File: src/verilog/fifo_cfg_pkg.sv
// ==========================================================
// FIFO sizes, vector types and the read slot state encoding
// ==========================================================

package fifo_cfg_pkg;

	// Address bits of the memory
	localparam int ADR_WIDTH = 5;

	// Words in the memory, one per address
	localparam int DEPTH = 2 ** ADR_WIDTH;

	// Data bits per word
	localparam int DAT_WIDTH = 32;

	// Read and write pointers, RAM address
	typedef logic [ADR_WIDTH-1:0] adr_t;

	// Used words
	// One bit wider than the address so that DEPTH fits
	typedef logic [ADR_WIDTH:0] cnt_t;

	// Payload word
	typedef logic [DAT_WIDTH-1:0] dat_t;

	// Output slot of the read port
	// SLOT_FULL means the RAM output register holds a word
	// that has not been taken by the consumer yet
	typedef enum logic
	{
		SLOT_EMPTY	= 1'b0,		// Nothing presented
		SLOT_FULL	= 1'b1		// Word presented, valid high
	} slot_state_t;

endpackage

File: src/verilog/fifo_bus_pkg.sv
// ==========================================================
// Write beat, read beat and status structs of the FIFO
// ==========================================================

package fifo_bus_pkg;

	// Producer to FIFO
	// Taken on every clock where valid and wr_ready are high
	typedef struct packed
	{
		logic					valid;		// Word offered
		fifo_cfg_pkg::dat_t		data;		// Write data
	} wr_beat_t;

	// FIFO to consumer
	// Data holds while valid is high and rd_ready is low
	typedef struct packed
	{
		logic					valid;		// Word presented
		fifo_cfg_pkg::dat_t		data;		// Read data
	} rd_beat_t;

	// Status of the memory
	// The word sitting in the read slot is not part of used
	typedef struct packed
	{
		fifo_cfg_pkg::cnt_t		used;		// Used words, registered
		logic					empty;		// No word left in RAM
		logic					full;		// Write side closed
	} fifo_status_t;

endpackage

File: src/verilog/sdp_ram.sv
// ==========================================================
// Simple dual-port RAM, one clock, registered read output
// ==========================================================

`timescale 1ns/10ps

module sdp_ram
(
	input logic					RST_IN,		// Clock

	// Write port
	input logic					wr_en,
	input fifo_cfg_pkg::adr_t	wr_adr,
	input fifo_cfg_pkg::dat_t	wr_dat,

	// Read port
	input logic					rd_en,
	input fifo_cfg_pkg::adr_t	rd_adr,
	output fifo_cfg_pkg::dat_t	rd_dat
);

// Storage
fifo_cfg_pkg::dat_t mem [fifo_cfg_pkg::DEPTH];

// Write
	always_ff @ (posedge RST_IN)
	begin
		if (wr_en)
			mem[wr_adr] <= wr_dat;
	end

// Read
// Output register only loads on a read enable.
// Without one it keeps the last word, which is what the
// read slot presents while the consumer stalls.
// Same address read and written in one clock gives the old word.
	always_ff @ (posedge RST_IN)
	begin
		if (rd_en)
			rd_dat <= mem[rd_adr];		// One clock latency
	end

endmodule

File: src/verilog/fifo_ptr_ctrl.sv
// ==========================================================
// FIFO pointers, clear, empty, used-words count and full
// ==========================================================

`timescale 1ns/10ps

module fifo_ptr_ctrl
#(
	parameter int FULL_MARGIN = 2		// Words kept free to cover the count lag
)
(
	input logic							RST_IN,		// Clock
	input logic							CLK_IN,		// Reset, async active high

	input logic							clr,		// Synchronous clear
	input logic							wr_en,		// Word written this clock
	input logic							fetch,		// Word read from RAM this clock

	output fifo_cfg_pkg::adr_t			wr_adr,
	output fifo_cfg_pkg::adr_t			rd_adr,
	output fifo_bus_pkg::fifo_status_t	status
);

// Signals
fifo_cfg_pkg::adr_t		wr_ptr;
fifo_cfg_pkg::adr_t		rd_ptr;
fifo_cfg_pkg::cnt_t		used_nxt;
fifo_cfg_pkg::cnt_t		used_q;
logic					empty;
logic					full;

// Write pointer
	always_ff @ (posedge RST_IN, posedge CLK_IN)
	begin
		if (CLK_IN)
			wr_ptr <= '0;
		else
		begin
			if (clr)		// Clear wins over a write
				wr_ptr <= '0;
			else if (wr_en)
			begin
				if (wr_ptr == fifo_cfg_pkg::adr_t'(fifo_cfg_pkg::DEPTH - 1))
					wr_ptr <= '0;		// Wrap
				else
					wr_ptr <= wr_ptr + 1'b1;
			end
		end
	end

// Read pointer
	always_ff @ (posedge RST_IN, posedge CLK_IN)
	begin
		if (CLK_IN)
			rd_ptr <= '0;
		else
		begin
			if (clr)
				rd_ptr <= '0;
			else if (fetch)
			begin
				if (rd_ptr == fifo_cfg_pkg::adr_t'(fifo_cfg_pkg::DEPTH - 1))
					rd_ptr <= '0;
				else
					rd_ptr <= rd_ptr + 1'b1;
			end
		end
	end

// Pointer distance
	always_comb
	begin
		if (wr_ptr >= rd_ptr)
			used_nxt = fifo_cfg_pkg::cnt_t'(wr_ptr - rd_ptr);
		else		// Write pointer has wrapped
			used_nxt = fifo_cfg_pkg::cnt_t'(fifo_cfg_pkg::DEPTH)
				- fifo_cfg_pkg::cnt_t'(rd_ptr) + fifo_cfg_pkg::cnt_t'(wr_ptr);
	end

// Used words
// Registered for timing, so it trails the pointers by one clock
	always_ff @ (posedge RST_IN, posedge CLK_IN)
	begin
		if (CLK_IN)
			used_q <= '0;
		else
			used_q <= used_nxt;
	end

	assign empty = (wr_ptr == rd_ptr);		// Combinational from the pointers

// Full
// Two back-to-back writes can land before the lagging count shows
// the first one. Closing at DEPTH - FULL_MARGIN keeps the RAM at
// most DEPTH - 1 deep, so equal pointers always mean empty.
	assign full = (used_q >= fifo_cfg_pkg::cnt_t'(fifo_cfg_pkg::DEPTH - FULL_MARGIN));

// Outputs
	assign wr_adr = wr_ptr;
	assign rd_adr = rd_ptr;

	always_comb
	begin
		status.used		= used_q;
		status.empty	= empty;
		status.full		= full;
	end

// Checks
	// Read port only fetches stored words
	ast_no_fetch_empty : assert property (@(posedge RST_IN) disable iff (CLK_IN)
		fetch |-> !empty);

	// Top level holds writes off while full
	ast_no_write_full : assert property (@(posedge RST_IN) disable iff (CLK_IN)
		wr_en |-> !full);

	// Word count never reaches DEPTH, a write never aliases to empty
	ast_no_overflow : assert property (@(posedge RST_IN) disable iff (CLK_IN)
		wr_en && !fetch && !clr |=> !empty);

endmodule

File: src/verilog/fifo_read_port.sv
// ==========================================================
// Read port: output slot FSM, RAM fetch and read handshake
// ==========================================================

`timescale 1ns/10ps

module fifo_read_port
(
	input logic							RST_IN,		// Clock
	input logic							CLK_IN,		// Reset, async active high

	input logic							clr,		// Synchronous clear
	input logic							empty,		// RAM holds no word
	input logic							rd_ready,	// Consumer takes the word
	input fifo_cfg_pkg::dat_t			ram_dat,	// RAM output register

	output logic						fetch,		// Read RAM, advance read pointer
	output fifo_bus_pkg::rd_beat_t		rd_beat
);

// Signals
fifo_cfg_pkg::slot_state_t	slot_state;
fifo_cfg_pkg::slot_state_t	slot_nxt;
logic						take;

// Consumer takes the presented word this clock
	assign take = (slot_state == fifo_cfg_pkg::SLOT_FULL) && rd_ready;

// Fetch
// Refill when the slot is free or is being emptied right now,
// which keeps one word per clock under a steady rd_ready
	assign fetch = !clr && !empty
		&& ((slot_state == fifo_cfg_pkg::SLOT_EMPTY) || take);

// Next slot state
	always_comb
	begin
		slot_nxt = slot_state;

		case (slot_state)
			fifo_cfg_pkg::SLOT_EMPTY :
			begin
				if (fetch)
					slot_nxt = fifo_cfg_pkg::SLOT_FULL;		// RAM word lands next clock
			end

			fifo_cfg_pkg::SLOT_FULL :
			begin
				if (take && !fetch)
					slot_nxt = fifo_cfg_pkg::SLOT_EMPTY;
			end

			default :
				slot_nxt = fifo_cfg_pkg::SLOT_EMPTY;
		endcase

		// Clear drops the presented word too
		if (clr)
			slot_nxt = fifo_cfg_pkg::SLOT_EMPTY;
	end

// Slot state
	always_ff @ (posedge RST_IN, posedge CLK_IN)
	begin
		if (CLK_IN)
			slot_state <= fifo_cfg_pkg::SLOT_EMPTY;
		else
			slot_state <= slot_nxt;
	end

// Outputs
// Data comes straight from the RAM register, held by its read enable
	always_comb
	begin
		rd_beat.valid	= (slot_state == fifo_cfg_pkg::SLOT_FULL);
		rd_beat.data	= ram_dat;
	end

// Checks
	// Stalled word stays presented and unchanged until taken
	ast_hold_stall : assert property (@(posedge RST_IN) disable iff (CLK_IN)
		rd_beat.valid && !rd_ready && !clr |=> rd_beat.valid && $stable(rd_beat.data));

endmodule

File: src/verilog/sc_fifo_top.sv
// ==========================================================
// Single-clock FWFT FIFO top: RAM, pointer control, read port
// ==========================================================

`timescale 1ns/10ps

module sc_fifo_top
#(
	parameter int FULL_MARGIN = 2		// Passed to the pointer control
)
(
	input logic							RST_IN,		// Clock
	input logic							CLK_IN,		// Reset, async active high
	input logic							clr,		// Synchronous clear

	// Write side
	input fifo_bus_pkg::wr_beat_t		wr_beat,
	output logic						wr_ready,

	// Read side
	output fifo_bus_pkg::rd_beat_t		rd_beat,
	input logic							rd_ready,

	output fifo_bus_pkg::fifo_status_t	status
);

// Signals
logic					wr_en;
logic					fetch;
fifo_cfg_pkg::adr_t		wr_adr;
fifo_cfg_pkg::adr_t		rd_adr;
fifo_cfg_pkg::dat_t		ram_dat;

// Write handshake
	assign wr_ready	= !status.full;
	assign wr_en	= wr_beat.valid && !status.full;

// Memory
	sdp_ram RAM_INST
	(
		.RST_IN		(RST_IN),
		.wr_en		(wr_en),
		.wr_adr		(wr_adr),
		.wr_dat		(wr_beat.data),
		.rd_en		(fetch),		// Read only on a fetch
		.rd_adr		(rd_adr),
		.rd_dat		(ram_dat)
	);

// Pointers and status
	fifo_ptr_ctrl
	#(
		.FULL_MARGIN	(FULL_MARGIN)
	)
	PTR_INST
	(
		.RST_IN		(RST_IN),
		.CLK_IN		(CLK_IN),
		.clr		(clr),
		.wr_en		(wr_en),
		.fetch		(fetch),
		.wr_adr		(wr_adr),
		.rd_adr		(rd_adr),
		.status		(status)
	);

// Output slot
	fifo_read_port RD_INST
	(
		.RST_IN		(RST_IN),
		.CLK_IN		(CLK_IN),
		.clr		(clr),
		.empty		(status.empty),
		.rd_ready	(rd_ready),
		.ram_dat	(ram_dat),
		.fetch		(fetch),
		.rd_beat	(rd_beat)
	);

endmodule

File: config.mk
export PLATFORM = sky130hd
export DESIGN_NAME = sc_fifo_top
export DESIGN_NICKNAME = d
export VERILOG_FILES = /design/src/verilog/fifo_cfg_pkg.sv /design/src/verilog/fifo_bus_pkg.sv /design/src/verilog/sdp_ram.sv /design/src/verilog/fifo_ptr_ctrl.sv /design/src/verilog/fifo_read_port.sv /design/src/verilog/sc_fifo_top.sv
export SDC_FILE = /design/constraint.sdc
export NUM_CORES = 1
export LEC_CHECK = 0
export BUFFER_PORTS_ARGS = -buffer_cell sky130_fd_sc_hd__clkbuf_2
export CORE_ASPECT_RATIO = 0.9
export CORE_MARGIN = 2
export CORE_UTILIZATION = 45
export CTS_CLUSTER_SIZE = 40
export DETAILED_ROUTE_END_ITERATION = 12
export SKIP_CTS_REPAIR_TIMING = 1
export SLEW_MARGIN = 20
export SYNTH_ARGS = -nofsm -noshare
export SYNTH_HDL_FRONTEND = slang
export SYNTH_SLANG_ARGS = --single-unit
File: constraint.sdc
create_clock -name RST_IN -period 3.4 [get_ports RST_IN]
set_input_delay 0.68 -clock RST_IN [delete_from_list [all_inputs] [get_ports RST_IN]]
set_output_delay 0.68 -clock RST_IN [all_outputs]
set_load 0.01 [all_outputs]
# == Word-level counts from Yosys, hierarchy flattened ==
# Memory sizes are Yosys's and may differ from the RTL's. A register that Yosys moved wholly into a read port is not among the register bits.
# Cells that the tools add are included.
# op_classes
addsub,5
multipliers,0
div,0
n_lt_le_gt_ge,2
eq_ne,3
shift,0
mux,13
n_bitwise,1
n_reduce_logical,12
# op_table
operator,count
$mux W5,6
$add A5 B1 Y5 const B,2
$eq A5 B5 Y1 const B,2
$add A6 B5 Y6,1
$ge A6 B5 Y1 const B,1
$mux W6,1
$sub A5 B5 Y6,1
$sub A6 B5 Y6 const A,1
$eq A5 B5 Y1,1
$ge A5 B5 Y1,1
$logic_and A1 B1 Y1,5
$mux W1,5
$logic_not A1 Y1,4
$reduce_bool A2 Y1,2
$pmux W1 S2,1
$logic_or A1 B1 Y1,1
$not A1 Y1,1
# word_totals
regBits,17
latch_bits,0
ram_bits,1024
mem_bits_ro,0
input_bits,37
output_inout_bits,42
word_cells,41
n_memories,1
# mem_list
name,depth,word_bits,read_ports,rd_ports_with_merged_regs,write_ports,line_no,text
RAM_INST.mem,32,32,1,1,1,sdp_ram.sv:23,fifo_cfg_pkg::dat_t mem [fifo_cfg_pkg::DEPTH];

# == Longest topological paths before layout ==
# Gate-level depths: netlist (run 1).
# logic_depth
word_depth,9
ltp_mapped,9
depth_no_buf,7

# == Cells and area by module ==
# A second synthesis (run 1) with hierarchy kept.
# unflattened
hier_cells,2397
hier_area_um2,42079.1
# by_module_without_submodules
module,instances,cells_per_inst,area_per_inst_um2,seq_area_each_um2
sdp_ram,1,2260,40805.4,31710.4
fifo_ptr_ctrl,1,97,955.9,400.4
fifo_read_port,1,38,307.8,25.0
sc_fifo_top,1,2,10.0,0.0

# == Least setup slack after synthesis (run 1) ==
# Ideal clock, no wire load.
# synth_path
kind,register to register
start,reg PTR_INST.used_q[1]
end,"mem RAM_INST.mem[28][0] (netlist bit), enable pin"
t_arrival_ps,2654
required_ps,2979
setup_slack_ps,324
path_stages_with_launch,6
n_path_buf,1
cell_sequence,dfrtp_1 -> a41oi_2 -> and2_0 -> clkbuf_1 -> nand2_1 -> nor2_1
# synth_via
elab_chain_len,5
# synth_lines
element,line_no,text
start: declaration,fifo_ptr_ctrl.sv:28,fifo_cfg_pkg::cnt_t used_q;
start signal: assignment,fifo_ptr_ctrl.sv:87,used_q <= used_nxt;
$ge A6 B5 Y1,fifo_ptr_ctrl.sv:96,assign full = (used_q >= fifo_cfg_pkg::cnt_t'(fifo_cfg_pkg::DEPTH - FULL_MARGIN));
$logic_not A1 Y1,--,
net wr_ready,sc_fifo_top.sv:18,"output logic wr_ready,"
$logic_and A1 B1 Y1,sc_fifo_top.sv:36,assign wr_en = wr_beat.valid && !status.full;
$mux W1,sdp_ram.sv:28,if (wr_en)
$mux W1 (not written as such),sdp_ram.sv:29,mem[wr_adr] <= wr_dat;
end: declaration,sdp_ram.sv:23,
# The timed path passes the listed nets, and every way through them passes these cells.

==> results of run 1 <==
registers in the layout, indices dropped and copies added, names as in the netlist:
signal              flops
RD_INST.slot_state      1
RAM_INST.rd_dat        32
PTR_INST.wr_adr         5
RAM_INST.mem         1024
PTR_INST.used_q         6
PTR_INST.rd_adr         5
critical path, stage by stage (launching register included):
cell      delay [ps]
dfrtp_4          670
inv_1            150
ha_1             390
nand3_1          150
nor2_1           180
clkbuf_2         160
routing by layer:
metal | part of all wire (%) | wire, microns | vias to the layer above | track usage (%)
li1 | - | - | 9229 | -
met5 | 0 | 0 | - | 0
met3 | 7.8 | 7830 | 125 | 4.06
met4 | 1.9 | 1920 | 0 | 4.93
met1 | 48 | 47500 | 10964 | 34.4
met2 | 43 | 42500 | 795 | 29.2
cell usage after synthesis (3+ instances only):
cell / number
clkbuf_1: 17
dfrtp_1: 17
clkbuf_4: 3
buf_6: 14
mux2i_1: 512
and4b_1: 4
a21oi_1: 9
nor2_1: 69
ha_1: 12
or4_1: 3
nor4b_2: 3
buf_4: 27
edfxtp_1: 1056
nor4bb_1: 4
buf_2: 68
nand4_1: 64
a22oi_1: 256
nand3_1: 7
xnor2_1: 4
nand3b_1: 3
inv_1: 16
nand2_1: 14
clkbuf_2: 3
o21ai_0: 5
layout make-up:
type,count,area share (%)
Clock buffer,132,6.06
Sequential cell,1073,68.2
Inverter,16,0.127
Multi-Input combinational cell,994,18.7
Clock inverter,68,1.17
Tap cell,1230,3.26
Timing Repair Buffer,146,2.55
logic make-up (layout without fill, tap and decap cells):
kind of cell	Yosys count	count (layout)	share of synthesized area, %
muxes	512	512	12.4
AOI/OAI and AO/OA	279	279	5.00
adders and majority gates	13	13	0.410
xor gates and xnor gates	4	4	0.0845
buffers and inverters	148	362	2.08
DFF	1073	1073	77.5
and+or+nand+nor	186	186	2.55
power by group through the flow:
stage / Combinational, uW / Clock [uW] / Sequential [uW]
final: 3640 / 11400 / 15400
after global routing: 3880 / 12200 / 15400
after detailed placement: 3620 / 0 / 15700
after floorplan: 1970 / 0 / 15500
after CTS: 3610 / 11700 / 15400
after global placement: 3570 / 0 / 15700
stage by stage:
step                      cells  hold slack [ps]  setup slack [ps]  area [sq um]  total power (uW)
after detailed placement   3459              605               702         43700             19300
final                      3659             64.8               329         47100             30500
after global placement     3459              605               765         43700             19200
after floorplan            2215              532               324         41500             17500
after CTS                  3659             51.8               307         47100             30600
after global routing       3659              110               238         47100             31400
path summary, 6_finish.rpt:
path | depth (start not counted) | slack, ps | startpoint | end
max | 5 | 330 | PTR_INST.rd_adr[2] | status[1]
min | 2 | 60 | CLK_IN | PTR_INST.rd_adr[0]
max reg2reg | 5 | 650 | PTR_INST.rd_adr[1] | RAM_INST.rd_dat[9]
min reg2reg | 2 | 620 | RD_INST.slot_state | RD_INST.slot_state
max in group asynchronous | 2 | 2850 | CLK_IN | PTR_INST.rd_adr[2]
min in group RST_IN | 2 | 310 | clr | PTR_INST.wr_adr[0]
==> flow_summary.json, run 1 <==
{
  "status": "complete, no violations",
  "num_rows": 105,
  "viasPerCell": 5.77,
  "cts_sinks": 1073,
  "drt-pass1-iter-count": 5,
  "clkTransAtPathRegs_ps": 60,
  "path_max_fanout": 15,
  "gr-total-overflow": 0,
  "core_area_sq_um": 91200,
  "clk_latency_ps": 680,
  "ant_nets": 0,
  "multi_input_area_sq_um": 8800,
  "hold_path.class": "primary input to asynchronous set/reset pin",
  "tns_ps": 0,
  "die_h_microns": 292,
  "grt_setup_unrepaired": "no",
  "grtUsageTotal_pct": 21.2,
  "syn_avg_cell_area_sq_um": 18.7,
  "drive_above_1_share_pct": 14.4,
  "final_cell_mix": "edfxtp_1, mux2i_1, a22oi_1",
  "synth_warnings": 0,
  "period_share_pct": 90.3,
  "synthFlopType": "edfxtp_1",
  "gp_congestion": 0.840,
  "grt_pass1_vias": 20420,
  "grt_pass1_wl_mm": 145,
  "worstPathArrival_ps": 2390,
  "synth_edf_count": 1056,
  "p_int_uw": 22800,
  "fin_skew_ps": 28.1,
  "ys_seq_area_share_pct": 77.5,
  "area_delta_synth_final_pct": 13.7,
  "cts_buffers": 109,
  "seqPwrFrac_pct": 50.5,
  "slew_violations": 0,
  "ys_ff_latch": 1073,
  "dp_hpwl_mm": 60.2,
  "seq_area_sq_um": 32100,
  "power.share.clock_pct": 37.6,
  "path_class": "register to output pin",
  "fillCellCount": 7299,
  "timing.fmax_ghz": 0.326,
  "cts_max_level": 3,
  "async_flop_share_pct": 1.58,
  "drt_iter0_drc": 2487,
  "die_area_sq_um": 94600,
  "io_pins": 79,
  "antenna_found_initial": 3,
  "drv_cap": 0,
  "wl_mm": 99.8,
  "synthCells": 2215,
  "dieWidth_microns": 324,
  "netlist_area_sq_um": 41500,
  "io_buffer_count": 78,
  "clk_path_buf_depth": 3,
  "cts_tree": "yes",
  "fin_nets": 2390,
  "cellPowerDensity_nw_per_um2": 646,
  "slew_headroom_pct": 35.8,
  "num_vias": 21113,
  "syn_nets": 2265,
  "p_sw_share_pct": 25.2,
  "peakVddDrop_mv": 0.434,
  "final_core_util_pct": 51.7,
  "ys_types": 43,
  "fin_crit_ps": 3070,
  "startpoint_type": "register",
  "cts_root_buf": "clkbuf_16",
  "worstPathRequired_ps": 2720,
  "netlist_top_cells_area": "edfxtp_1, mux2i_1, a22oi_1",
  "final_common_cell": "edfxtp_1",
  "avgRoutedWirePerCell_microns": 27.3,
  "synth_top_area_share_pct": 76.5,
  "finalHoldViolCount": 0,
  "diodes": 0,
  "start_util_pct": 45.5,
  "grt_max_degree": 101,
  "pwr-share-comb_pct": 12.0,
  "yosysTopAreaCell": "edfxtp_1",
  "leakage_uw": 0.0140,
  "switchingPower_uw": 7690,
  "worst_pin_slew_ps": 962,
  "finalSetupViolCount": 0,
  "drc": 0,
  "cp-end-kind": "output pin"
}
Note: power is estimated with default switching activity, not from simulation.
==> run 2, diff against run 1 <==
==> constraint.sdc (replaced) <==
create_clock -name RST_IN -period 3.4 [get_ports RST_IN]
set_input_delay 0.34 -clock RST_IN [delete_from_list [all_inputs] [get_ports RST_IN]]
set_output_delay 0.34 -clock RST_IN [all_outputs]
set_load 0.01 [all_outputs]
==> flow_summary.json, run 2 (synthesis results as in run 1) <==
{
  "status": "complete, no violations",
  "leakage_uw": 0.0141,
  "path_max_fanout": 19,
  "peakVddDrop_mv": 0.424,
  "antenna_found_initial": 6,
  "wl_met1_mm": 45.7,
  "timing.fmax_ghz": 0.322,
  "die_area_sq_um": 94600,
  "cts_sinks": 1073,
  "cts_buffers": 109,
  "final_cell_mix": "edfxtp_1, mux2i_1, a22oi_1",
  "drt-pass1-iter-count": 5,
  "path_class": "register to register",
  "fin_crit_ps": 3110,
  "slew_violations": 0,
  "worstPathRequired_ps": 3930,
  "drt_iter0_drc": 2295,
  "io_buffer_count": 78,
  "p_sw_share_pct": 24.3,
  "drv_cap": 0,
  "hold_path.class": "primary input to register",
  "grtUsageTotal_pct": 21.5,
  "finalSetupViolCount": 0,
  "p_int_uw": 23300,
  "num_vias": 21118,
  "fin_skew_ps": 25.2,
  "cp-end-kind": "register",
  "cts_root_buf": "clkbuf_16",
  "avgRoutedWirePerCell_microns": 27.6,
  "power.share.clock_pct": 39.0,
  "grt_setup_unrepaired": "no",
  "io_pins": 79,
  "pwr-share-comb_pct": 11.2,
  "fin_nets": 2399,
  "worstReg2RegStart": "PTR_INST.rd_adr[1]",
  "drc": 0,
  "gp_congestion": 0.803,
  "fin_cells": 3672,
  "top_regs": "RAM_INST.mem (1024), RAM_INST.rd_dat (32), PTR_INST.used_q (6)",
  "cellPowerDensity_nw_per_um2": 651,
  "tns_ps": 0,
  "grt_max_degree": 113,
  "period_share_pct": 91.5,
  "finalHoldViolCount": 0,
  "top_layer_used": "met5",
  "dieWidth_microns": 324,
  "wl_mm": 101,
  "gr-total-overflow": 0,
  "cts_tree": "yes",
  "viasPerCell": 5.75,
  "slew_headroom_pct": 35.8,
  "worstPathArrival_ps": 3640,
  "grt_pass1_vias": 20693,
  "clk_latency_ps": 680,
  "fillCellCount": 7312,
  "startpoint": "PTR_INST.rd_adr[1]",
  "switchingPower_uw": 7500,
  "placed_cells": 3466,
  "reg2regPathDepth": 5,
  "grt_pass1_wl_mm": 147,
  "met2_length_mm": 46.7,
  "drive_above_1_share_pct": 15.0,
  "final_common_cell": "edfxtp_1",
  "clk_path_buf_depth": 3,
  "routed-wl-met3_mm": 6.80,
  "dp_hpwl_mm": 59.4,
  "clkTransAtPathRegs_ps": 60,
  "core_area_sq_um": 91200,
  "die_h_microns": 292,
  "start_util_pct": 45.5,
  "ant_nets": 0,
  "area_delta_synth_final_pct": 14.2,
  "cts_max_level": 3,
  "largest_register_ff_count": 1024,
  "worst_pin_slew_ps": 964,
  "num_rows": 105,
  "hp-start": "rd_ready",
  "ff2ff_setup_slack_ps": 290,
  "startpoint_type": "register",
  "worstSetupEndpoint": "RAM_INST.rd_dat[24]",
  "regMostFlops": "RAM_INST.mem",
  "seqPwrFrac_pct": 49.8,
  "r2r_end": "RAM_INST.rd_dat[24]"
}
[run 2: changes by cell type in the layout (fill, tap and decap cells not counted), sizes merged]
cell,change
clkinvlp,-2
inv,-1
buf,+7
dlygate4sd3,+2
diode,+2
bufinv,+8
clkbuf,-3
[run 2: worst min path at each step]
| stage | slack (ps) | depth (start not counted) | to |
|---|---|---|---|
| 6_report | 20 | 3 | RD_INST.slot_state |
| 4_1_cts | -280 | 2 | PTR_INST.used_q[5] |
| 5_1_grt | 20 | 3 | RD_INST.slot_state |
| 3_3_place_gp | 430 | 2 | PTR_INST.used_q[0] |
| 2_1_floorplan | 270 | 1 | PTR_INST.rd_adr[0] |
| 3_5_place_dp | 460 | 2 | PTR_INST.used_q[0] |
[run 2: final cells by class]
| class | instances | area, sq um | area share (%) |
|---|---|---|---|
| repair buffers | 155 | 1190 | 2.50 |
| diodes | 2 | 5.00 | 0.0106 |
| multi-input cells | 994 | 8800 | 18.6 |
| flip-flops and latches | 1073 | 32100 | 67.9 |
| inverters | 16 | 60.1 | 0.127 |
| well taps | 1230 | 1540 | 3.25 |
| clock inverters | 73 | 821 | 1.73 |
| clock buffers | 129 | 2800 | 5.92 |
[run 2: routing by layer]
layer  up-vias  global-route usage (%)
li1       9257                       -
met1     11005                    32.1
met2       702                    32.6
met3       148                    4.09
met4         6                    5.62
met5         -                       0
[run 2: power by group through the flow]
stage / clock [uW] / combinational, uW / sequential [uW]
after global routing: 12800 / 3680 / 15400
after detailed placement: 0 / 3450 / 15600
after global placement: 0 / 3390 / 15600
final: 12000 / 3440 / 15300
after CTS: 12200 / 3460 / 15400
after floorplan: 0 / 1970 / 15500
[run 2: critical path, cell delays in order, from the launching register on]
cell,delay [ps]
dfrtp_1,940
and4b_2,490
buf_4,290
a22oi_1,540
nand4_1,420
nor2_1,230
[run 2: through the flow]
| step | total power [uW] | worst slack [ps] | utilization [%] | instance area (sq um) | hold slack (ps) |
|---|---|---|---|---|---|
| after floorplan | 17500 | 324 | - | 41500 | 266 |
| after global placement | 19000 | 405 | 47.9 | 43700 | 427 |
| after detailed placement | 19100 | 353 | 47.9 | 43700 | 456 |
| after CTS | 31000 | 332 | 51.9 | 47300 | -280 |
| after global routing | 31800 | 244 | 51.9 | 47300 | 22.3 |
| final | 30800 | 291 | 51.9 | 47400 | 25.0 |
